[config.mk]
export PLATFORM = sky130hd
export DESIGN_NAME = s16_mapper
export DESIGN_NICKNAME = d
export VERILOG_FILES = /design/src/mapper_regs_pkg.sv /design/src/mapper_bus_pkg.sv /design/src/region_decoder.sv /design/src/mapper_regs.sv /design/src/dtack_timer.sv /design/src/vblank_irq.sv /design/src/s16_mapper.sv
export VERILOG_INCLUDE_DIRS = /design/src
export SDC_FILE = /design/constraint.sdc
export NUM_CORES = 1
export LEC_CHECK = 0
export BUFFER_PORTS_ARGS = -buffer_cell sky130_fd_sc_hd__buf_2
export CAP_MARGIN = 20
export CORE_MARGIN = 1
export CORE_UTILIZATION = 40
export DETAILED_ROUTE_END_ITERATION = 8
export PLACE_DENSITY_LB_ADDON = 0.2
export SYNTH_ARGS = -nofsm -noshare
export SYNTH_HDL_FRONTEND = slang
export SYNTH_SLANG_ARGS = --single-unit
[constraint.sdc]
create_clock -name clk -period 24.9 [get_ports clk]
set_input_delay 2.49 -clock clk [delete_from_list [all_inputs] [get_ports clk]]
set_output_delay 2.49 -clock clk [all_outputs]
set_load 0.05 [all_outputs]
[src/mapper_settings.svh]
// ~~~~~~~~~~~~~~~~~~~~
// sizing and timing constants for the memory mapper
// include wherever register counts or cen ratio are needed
// ~~~~~~~~~~~~~~~~~~~~

`ifndef MAPPER_SETTINGS_SVH
`define MAPPER_SETTINGS_SVH

// whole register file, in bytes
`define MAPPER_NUM_REGS 32

// address regions, each one control byte plus one base byte
`define MAPPER_NUM_REGIONS 8

// cpu clock enable ratio, num pulses every den clk cycles
`define MAPPER_CEN_NUM 29
`define MAPPER_CEN_DEN 146

// wait code that hands dtack over to the edack pin
`define MAPPER_WAIT_EXT 3

// byte shared with the sound cpu
`define MAPPER_MAILBOX_REG 3

`endif

[src/mapper_regs_pkg.sv]
// ~~~~~~~~~~~~~~~~~~~~
// register map types of the mapper
// region control layout and register numbering
// ~~~~~~~~~~~~~~~~~~~~

`include "mapper_settings.svh"

package mapper_regs_pkg;

    // region size codes, 64 kB up to 2 MB
    typedef enum logic [1:0] {
        SIZE_64K  = 2'd0,
        SIZE_128K = 2'd1,
        SIZE_512K = 2'd2,
        SIZE_2M   = 2'd3
    } size_code_e;

    // control byte of one region
    typedef struct packed {
        logic [3:0] rsvd;
        // dtack wait states, 3 means wait for edack
        logic [1:0] wait_code;
        size_code_e size;
    } region_ctrl_t;

    // a stored byte, raw or seen as region control
    typedef union packed {
        logic [7:0]   raw;
        region_ctrl_t ctrl;
    } reg_byte_u;

    // register number inside the file
    typedef logic [$clog2(`MAPPER_NUM_REGS)-1:0] reg_index_t;

endpackage

[src/mapper_bus_pkg.sv]
// ~~~~~~~~~~~~~~~~~~~~
// 68000 bus bundle and region selection result
// shared by the decoder, timer and interrupt blocks
// ~~~~~~~~~~~~~~~~~~~~

`include "mapper_settings.svh"

package mapper_bus_pkg;

    // one 68000 bus snapshot, strobes active low
    typedef struct packed {
        logic [23:1] addr;
        logic [15:0] wdata;
        logic [1:0]  dsn;
        logic [1:0]  dswn;
        logic        asn;
        logic [2:0]  fc;
    } cpu_bus_t;

    // decoder output
    typedef struct packed {
        // one-hot, all zero when nothing matches
        logic [`MAPPER_NUM_REGIONS-1:0] active;
        logic [1:0]                     wait_code;
    } region_sel_t;

endpackage

[src/region_decoder.sv]
// ~~~~~~~~~~~~~~~~~~~~
// priority region match of the cpu address
// purely combinational, region 0 wins over the rest
// ~~~~~~~~~~~~~~~~~~~~

`timescale 1ns/1ps

`include "mapper_settings.svh"

module region_decoder (
    input  mapper_bus_pkg::cpu_bus_t                              cpu,
    input  mapper_regs_pkg::reg_byte_u [2*`MAPPER_NUM_REGIONS-1:0] regions,
    output mapper_bus_pkg::region_sel_t                           sel
);

    always_comb begin
        logic                          hit;
        mapper_regs_pkg::region_ctrl_t ctrl;
        logic [7:0]                    base;

        hit  = 1'b0;
        ctrl = '0;
        base = '0;
        sel  = '0;
        for (int r = 0; r < `MAPPER_NUM_REGIONS; r++) begin
            // even byte is control, odd byte is base
            ctrl = regions[2*r].ctrl;
            base = regions[2*r+1].raw;
            hit  = 1'b0;
            // bigger regions compare fewer top bits
            case (ctrl.size)
                mapper_regs_pkg::SIZE_64K:  hit = cpu.addr[23:16] == base;
                mapper_regs_pkg::SIZE_128K: hit = cpu.addr[23:17] == base[7:1];
                mapper_regs_pkg::SIZE_512K: hit = cpu.addr[23:19] == base[7:3];
                mapper_regs_pkg::SIZE_2M:   hit = cpu.addr[23:21] == base[7:5];
                default:                    hit = 1'b0;
            endcase
            // first match only
            if (hit && sel.active == '0) begin
                sel.active[r] = 1'b1;
                sel.wait_code = ctrl.wait_code;
            end
        end
        // interrupt acknowledge is not a memory access
        if (cpu.fc == 3'b111) begin
            sel = '0;
        end
    end

endmodule

[src/mapper_regs.sv]
// ~~~~~~~~~~~~~~~~~~~~
// mapper register file with cpu or mcu ownership
// also drives the sound cpu mailbox and its full flag
// ~~~~~~~~~~~~~~~~~~~~

`timescale 1ns/1ps

`include "mapper_settings.svh"

module mapper_regs (
    input  logic                                                  clk,
    input  logic                                                  rst,
    input  mapper_bus_pkg::cpu_bus_t                              cpu,
    input  logic                                                  none_active,
    input  logic                                                  mcu_wr,
    input  logic [4:0]                                            mcu_addr,
    input  logic [7:0]                                            mcu_dout,
    output logic [7:0]                                            mcu_din,
    input  logic                                                  sndmap_rd,
    output logic [7:0]                                            sndmap_dout,
    output logic                                                  sndmap_obf,
    output mapper_regs_pkg::reg_byte_u [2*`MAPPER_NUM_REGIONS-1:0] regions
);

    // region bytes sit at the top of the file
    localparam int REGION_BASE = `MAPPER_NUM_REGS - 2*`MAPPER_NUM_REGIONS;

    logic [7:0]                  mem [`MAPPER_NUM_REGS];
    // cleared by the first mcu write, only reset sets it again
    logic                        cpu_owner;
    logic                        cpu_wr;
    logic                        wr_en;
    mapper_regs_pkg::reg_index_t wr_idx;
    logic [7:0]                  wr_data;

    // cpu writes only outside mapped regions, low byte lane
    assign cpu_wr  = cpu_owner & ~mcu_wr & ~cpu.asn & ~cpu.dswn[0] & none_active;
    // an mcu write always lands, it claims the file in the same cycle
    assign wr_en   = cpu_wr | mcu_wr;
    assign wr_idx  = mcu_wr ? mcu_addr : cpu.addr[5:1];
    assign wr_data = mcu_wr ? mcu_dout : cpu.wdata[7:0];

    always_ff @(posedge clk or posedge rst) begin
        if (rst) begin
            for (int i = 0; i < `MAPPER_NUM_REGS; i++) begin
                mem[i] <= '0;
            end
            cpu_owner  <= 1'b1;
            sndmap_obf <= 1'b0;
        end else begin
            if (mcu_wr) begin
                cpu_owner <= 1'b0;
            end
            if (wr_en) begin
                mem[wr_idx] <= wr_data;
                if (wr_idx == `MAPPER_MAILBOX_REG) begin
                    sndmap_obf <= 1'b1;
                end
            end
            // read beats a same-cycle write
            if (sndmap_rd) begin
                sndmap_obf <= 1'b0;
            end
        end
    end

    assign mcu_din     = mem[mcu_addr];
    assign sndmap_dout = mem[`MAPPER_MAILBOX_REG];

    // control and base bytes for the decoder
    always_comb begin
        for (int r = 0; r < 2*`MAPPER_NUM_REGIONS; r++) begin
            regions[r].raw = mem[REGION_BASE + r];
        end
    end

endmodule

[src/dtack_timer.sv]
// ~~~~~~~~~~~~~~~~~~~~
// fractional cpu clock enable and dtack wait states
// wait code comes from the selected region
// ~~~~~~~~~~~~~~~~~~~~

`timescale 1ns/1ps

`include "mapper_settings.svh"

module dtack_timer (
    input  logic                     clk,
    input  logic                     rst,
    input  mapper_bus_pkg::cpu_bus_t cpu,
    input  logic [1:0]               wait_code,
    input  logic                     edack,
    output logic                     cpu_cen,
    output logic                     cpu_dtackn
);

    logic [7:0] acc;
    logic [8:0] acc_sum;
    // cen pulses seen in this bus cycle
    logic [1:0] cen_cnt;
    logic       dtackn_q;
    logic       bus_n;

    // cycle runs while as and a data strobe are low
    assign bus_n   = cpu.asn | (&cpu.dsn);
    assign acc_sum = {1'b0, acc} + 9'(`MAPPER_CEN_NUM);

    // num/den below one half, so pulses never touch
    always_ff @(posedge clk or posedge rst) begin
        if (rst) begin
            acc     <= '0;
            cpu_cen <= 1'b0;
        end else if (acc_sum >= 9'(`MAPPER_CEN_DEN)) begin
            acc     <= 8'(acc_sum - 9'(`MAPPER_CEN_DEN));
            cpu_cen <= 1'b1;
        end else begin
            acc     <= acc_sum[7:0];
            cpu_cen <= 1'b0;
        end
    end

    always_ff @(posedge clk or posedge rst) begin
        if (rst) begin
            dtackn_q <= 1'b1;
            cen_cnt  <= '0;
        end else if (cpu.asn) begin
            // end of cycle, rearm
            dtackn_q <= 1'b1;
            cen_cnt  <= '0;
        end else if (!bus_n && cpu_cen && dtackn_q) begin
            if (wait_code == 2'(`MAPPER_WAIT_EXT)) begin
                // external device decides
                if (edack) begin
                    dtackn_q <= 1'b0;
                end
            end else if (cen_cnt == wait_code) begin
                dtackn_q <= 1'b0;
            end else begin
                cen_cnt <= cen_cnt + 2'd1;
            end
        end
    end

    // released as soon as the strobe goes away
    assign cpu_dtackn = dtackn_q | cpu.asn;

endmodule

[src/vblank_irq.sv]
// ~~~~~~~~~~~~~~~~~~~~
// vblank interrupt to the 68000
// set on vint rising edge, cleared by acknowledge
// ~~~~~~~~~~~~~~~~~~~~

`timescale 1ns/1ps

module vblank_irq (
    input  logic                     clk,
    input  logic                     rst,
    input  mapper_bus_pkg::cpu_bus_t cpu,
    input  logic                     vint,
    output logic [2:0]               cpu_ipln,
    output logic                     cpu_vpan
);

    logic vint_l;
    logic irqn;
    // acknowledge is fc 7 with as low
    logic inta_n;

    assign inta_n = ~((&cpu.fc) & ~cpu.asn);

    always_ff @(posedge clk or posedge rst) begin
        if (rst) begin
            vint_l <= 1'b0;
            irqn   <= 1'b1;
        end else begin
            vint_l <= vint;
            // ack has priority over a new edge
            if (!inta_n) begin
                irqn <= 1'b1;
            end else if (vint && !vint_l) begin
                irqn <= 1'b0;
            end
        end
    end

    // autovector during acknowledge
    assign cpu_vpan = inta_n;
    // level 4 line only
    assign cpu_ipln = {irqn, 2'b11};

endmodule

[src/s16_mapper.sv]
// ~~~~~~~~~~~~~~~~~~~~
// 68000 memory mapper top
// joins decoder, registers, dtack timer and interrupt
// ~~~~~~~~~~~~~~~~~~~~

`timescale 1ns/1ps

`include "mapper_settings.svh"

module s16_mapper (
    input  logic                          clk,
    input  logic                          rst,
    input  mapper_bus_pkg::cpu_bus_t      cpu,
    input  logic                          edack,
    input  logic                          vint,
    // mcu port
    input  logic                          mcu_wr,
    input  logic [4:0]                    mcu_addr,
    input  logic [7:0]                    mcu_dout,
    output logic [7:0]                    mcu_din,
    // sound cpu port
    input  logic                          sndmap_rd,
    output logic [7:0]                    sndmap_dout,
    output logic                          sndmap_obf,
    output logic [`MAPPER_NUM_REGIONS-1:0] active,
    output logic                          cpu_cen,
    output logic                          cpu_dtackn,
    output logic [2:0]                    cpu_ipln,
    output logic                          cpu_vpan
);

    mapper_bus_pkg::region_sel_t                           sel;
    mapper_regs_pkg::reg_byte_u [2*`MAPPER_NUM_REGIONS-1:0] regions;
    logic                                                  none_active;

    assign active      = sel.active;
    assign none_active = ~|sel.active;

    region_decoder i_decoder (
        .cpu     (cpu),
        .regions (regions),
        .sel     (sel)
    );

    mapper_regs i_regs (
        .clk         (clk),
        .rst         (rst),
        .cpu         (cpu),
        .none_active (none_active),
        .mcu_wr      (mcu_wr),
        .mcu_addr    (mcu_addr),
        .mcu_dout    (mcu_dout),
        .mcu_din     (mcu_din),
        .sndmap_rd   (sndmap_rd),
        .sndmap_dout (sndmap_dout),
        .sndmap_obf  (sndmap_obf),
        .regions     (regions)
    );

    dtack_timer i_dtack (
        .clk        (clk),
        .rst        (rst),
        .cpu        (cpu),
        .wait_code  (sel.wait_code),
        .edack      (edack),
        .cpu_cen    (cpu_cen),
        .cpu_dtackn (cpu_dtackn)
    );

    vblank_irq i_irq (
        .clk      (clk),
        .rst      (rst),
        .cpu      (cpu),
        .vint     (vint),
        .cpu_ipln (cpu_ipln),
        .cpu_vpan (cpu_vpan)
    );

endmodule

---- Word level (Yosys, flattened, before mapping) ----
Cells that the tools add are included.
operators by class
  add/subtract/negate cells ............... 3
  multiply operators ...................... 0
  divide/modulo/power cells ............... 0
  magnitude comparators ................... 4
  equal/unequal tests ..................... 63
  shifts and indexed selects .............. 0
  muxes and demuxes ....................... 48
  bitwise operators ....................... 15
  reductions and logical operators ........ 39
operators with widths
  cell                                                  number
  bitwise mux 256 bit                                   1
  == test 8 bit                                         8
  == test 7 bit                                         8
  binary-select mux 8 bit (select 5 bit)                1
  demux 8 bit (select 5 bit)                            1
  == test 5 bit                                         8
  2-to-1 mux 8 bit                                      5
  == test 2 bit (second input constant)                 17
  case mux 1 bit (4 select lines)                       8
  == test 3 bit                                         8
  2-to-1 mux 2 bit                                      11
  zero test 2 bit                                       9
  2-to-1 mux 1 bit                                      18
  == test 2 x 1 -> 1 bit (second input constant)        8
  >= comparator 6 bit (second input constant)           2
  NOT 5 -> 6 bit                                        2
  logical AND 1 bit                                     11
  2-to-1 mux 10 bit                                     1
  adder 8 x 5 -> 9 bit (second input constant)          1
  >= comparator 9 x 8 -> 1 bit (second input constant)  1
  AND reduction 3 bit                                   3
  nonzero test 2 bit                                    4
  OR reduction 8 bit                                    1
  subtractor 8 bit (second input constant)              1
  20 further kinds                                      34
word-level totals
  flip-flop bits (word level) ............. 272
  bits in latches ......................... 0
  bits in writable memories ............... 0
  ROM bits ................................ 0
  bits of input ports ..................... 66
  output and inout bits ................... 31
  logic and storage cells ................. 212
  memories kept ........................... 0

---- Longest topological paths before layout ----
  depth in word-level cells ............... 31
  mapped depth ............................ 12
  depth with buffers taken out ............ 10

---- Cells and area by module ----
Synthesis repeated with hierarchy kept, for this count alone.
unflattened totals
  cell total of the unflattened synthesis .. 1,146
  area total of the unflattened synthesis .. 15,387.3 um^2
modules (own cells, without submodules)
  module          times used  cells each  area each (um^2)  seq. area each (um^2)
  mapper_regs     1           873         13,107.6          6,457.4
  region_decoder  1           155         1,197.4           0.0
  dtack_timer     1           104         939.7             301.5
  vblank_irq      1           11          123.9             51.3
  s16_mapper      1           3           18.8              0.0

---- Worst setup path before layout ----
No wires, ideal clock.
  path type ............................... input port to output port
  start ................................... input port mcu_addr[0]
  end ..................................... output port mcu_din[0]
  arrival time ............................ 5.111 ns
  data required time ...................... 22.410 ns
  setup slack ............................. 17.299 ns
  stages .................................. 6
  path buffers ............................ 3
  cells stage by stage .................... clkbuf_1 > buf_1 > clkbuf_1 > mux4_2 > mux4_2 > mux2_2
between the ends
  longest elaborated chain between the ends .. 4
ends and longest elaborated chain
  element                                               RTL line           source
  start: declaration                                    s16_mapper.sv:18   input logic [4:0] mcu_addr,
  NOT 5 -> 6 bit (not written as such)                  mapper_regs.sv:67  assign mcu_din = mem[mcu_addr];
  binary-select mux 8 bit (select 5 bit)                mapper_regs.sv:67
  2-to-1 mux 8 bit (not written as such) (2 in series)  mapper_regs.sv:67
  end: declaration                                      s16_mapper.sv:20   output logic [7:0] mcu_din,
No other way between the ends. The select of a mux whose other input is x is not followed.

---- Final worst setup path ----
Ends and elaborated chain as after synthesis.

==> summary.md <==
| Metric | Value |
|---|---|
| Clock Latency Late Sink | `between 0.5 and 0.6 ns` |
| Crit path DAT | `~5.4 ns` |
| CP Capture Type | `primary output` |
| H-tree lvl count | `1` |
| Vias in the first global route | `just under 9000` |
| Initial antenna violation count | `3` |
| Sink Count | `approximately 270` |
| Share of layout cells above drive strength 1 | `between 40% and 50%` |
| Hpwl dp | `23100 um` |
| Synth-to-Final Area Change | `12.8%` |
| Initial Utilization | `approximately two fifths` |
| First-pass GRT wire length | `approximately 54000 um` |
| Post-synthesis sequential area ratio | `roughly half` |
| 1st-pass router iterations | `4` |
| Slew at the pin with the worst max-slew slack | `about 1.1 ns` |
| Via count | `between 8000 and 9000` |
| HP Class | `register to register` |
| CTS tree | `done` |
| Die H | `around 190 um` |
| Non-Filler Instances | `about 1500` |
| Iter 0 DRT Violations | `~370` |
| Post-synth top cells | `mux2_2, dfrtp_1, mux4_2` |
| Cell Area, Synth | `about 14000 um^2` |
| Critical path peak fanout | `45` |
| Die W | `~190 um` |
| Relative max-transition margin | `about 25%` |
| Fillers | `~3200` |
| Die ar. | `between 30000 and 40000 um^2` |
| Final critical-path required period | `between 7 and 8 ns` |
| Setup TNS | `0 ns` |
| Synth top area cells | `dfrtp_1, mux2_2, mux4_2, xnor2_1, buf_4` |
| Final WS setup | `16.98 ns` |
| Hold Slack | `around 0.48 ns` |
| Pin count of the biggest net entering global routing | `130` |
| Clock Skew | `0.0296 ns` |
| Slew Limit Fails | `0` |
| Gr usage total | `between 10% and 20%` |
| Setup Buffers After CTS | `0` |
| Max clock buf depth | `3` |
| Tot Pwr | `0.00140 W` |
| Clock transition at path regs | `approximately 0.060 ns` |
| Critical path type | `primary input to primary output` |
| Num CTS Buffers | `31` |
| Number of I/O pins | `97` |
| Top-count cell post-synth | `mux2_2` |
| Root buffer selected by CTS | `clkbuf_16` |
| Final period utilization | `about a third` |
| Top cell type's share of synthesized area | `a little under half` |
| Pwr dens | `between 80 and 90 nW/um^2` |
| Grt ovf | `0` |
| Max cap viols | `0` |
| Leakage power | `around 7.0 nW` |
| Synth Area per Inst | `about 14 um^2` |
| DP Cell Count | `1452` |
| Post-DRT Antenna Nets | `0` |
| Number of flops mapped to enable cells by yosys | `0` |
| DRC viols | `0` |
| CTS-repair resized insts | `0` |
| CP Data Required Time | `approximately 22 ns` |
| Avg WL per Cell | `between 20 and 25 um` |
| Routability congestion estimate | `0.807` |
| Final nets | `1100` |
| Ys Warns | `0` |
| FP Rows | `slightly below 70` |
| Final setup fails | `0` |
| Hold-fix buffers, CTS | `0` |
| Run status | `finished, final reports clean` |
| Asr flop ratio synth | `100%` |
| Final hold vios | `0` |
| Worst setup SP type | `primary input` |
| Max VDD drop | `slightly below 0.06 mV` |
| Port bufs | `75` |
| Synth cell types | `between 60 and 70` |
| Unrepaired setup endpoints after global routing | `no` |
| Vias per cell | `roughly 5.6` |
| Final WL | `about 35000 um` |
| FMAX | `roughly 130 MHz` |
| Synth Flop Type | `dfrtp_1` |
| Core area | `roughly 35000 um^2` |
| Post-Place Setup Slack | `about 17 ns` |
| Synth Instances | `986` |
| Yosys reg bits | `272` |
| Synth area leader | `dfrtp_1` |
==> metal layers <==
| layer | vias up | global-route usage [%] | routed length, um |
|---|---|---|---|
| li1 | 3766 | - | - |
| met1 | 4532 | 29.3 | 16800 |
| met2 | 152 | 31.2 | 16000 |
| met3 | 39 | 2.62 | 1350 |
| met4 | 2 | 4.37 | 552 |
| met5 | - | 0 | 8 |
==> metrics by stage <==
step / utilization, % / instance area (um^2)
6_report: 46.0 / 15900
5_1_grt: 45.9 / 15900
4_1_cts: 45.9 / 15800
3_5_place_dp: 42.6 / 14700
3_3_place_gp: 42.6 / 14700
2_1_floorplan: - / 14100
==> registers in the layout, summed over array words and instances, names as in the netlist, 2 cells and up <==
| signal | flops |
|---|---|
| i_regs.regions | 128 |
| i_regs.mem | 120 |
| i_dtack.acc | 8 |
| i_regs.sndmap_dout | 8 |
| i_dtack.cen_cnt | 2 |
==> cells by family after synthesis <==
group                      count (synthesis)  share of synthesized area [%]
AOI/OAI and AO/OA                         70                           3.88
DFF                                      272                           48.4
other                                      1                         0.0267
buffers and inverters                     91                           3.02
muxes                                    358                           35.0
adders and majority gates                  3                          0.267
xor gates and xnor gates                  74                           4.61
and+or+nand+nor                          117                           4.77
==> report_power, final <==
part	internal (W)	switching, W	total (W)
Clock	0.000299	0.000190	0.000489
Sequential	0.000541	0.0000631	0.000604
Combinational	0.000167	0.000143	0.000310
Total	0.00101	0.000396	0.00140
==> area by class of cell <==
cell class,instances,area (um^2),area share [%]
Sequential cell,272,6810,42.9
Tap cell,455,569,3.59
Clock inverter,16,194,1.22
Multi-Input combinational cell,624,6840,43.1
Clock buffer,42,917,5.78
Timing Repair Buffer,84,468,2.95
Inverter,18,75.1,0.473
Antenna cell,2,5.00,0.0315
==> cell usage in the layout, fill, tap and decap left out, drive strengths merged, types with 12 or more instances in the layout <==
| master | instances |
|---|---|
| dfrtp | 269 |
| inv | 20 |
| mux2 | 273 |
| nor2 | 20 |
| nor3 | 15 |
| xnor2 | 63 |
| mux4 | 80 |
| nand3 | 12 |
| nand2 | 40 |
| clkbuf | 42 |
| buf | 84 |
==> worst paths after layout <==
path | to | slack (ns) | depth (start not counted) | from
worst max register to register | i_regs.mem[247] | 20.43 | 9 | i_regs.regions[28]
min in group asynchronous | i_dtack.acc[2] | 2.10 | 2 | rst
worst min register to register | i_irq.irqn | 0.48 | 2 | i_irq.irqn
max in group asynchronous | i_regs.mem[233] | 21.27 | 3 | rst
worst min-delay path | i_irq.irqn | 0.48 | 2 | i_irq.irqn
worst max-delay path | mcu_din[0] | 16.98 | 6 | mcu_addr[0]
==> worst max-delay path, stage by stage <==
cell    delay (ns)
buf_4         0.41
buf_4         0.79
mux4_2        0.65
mux4_2        0.49
mux2_2        0.31
buf_2         0.22
Power figures use the tool's default switching activity.
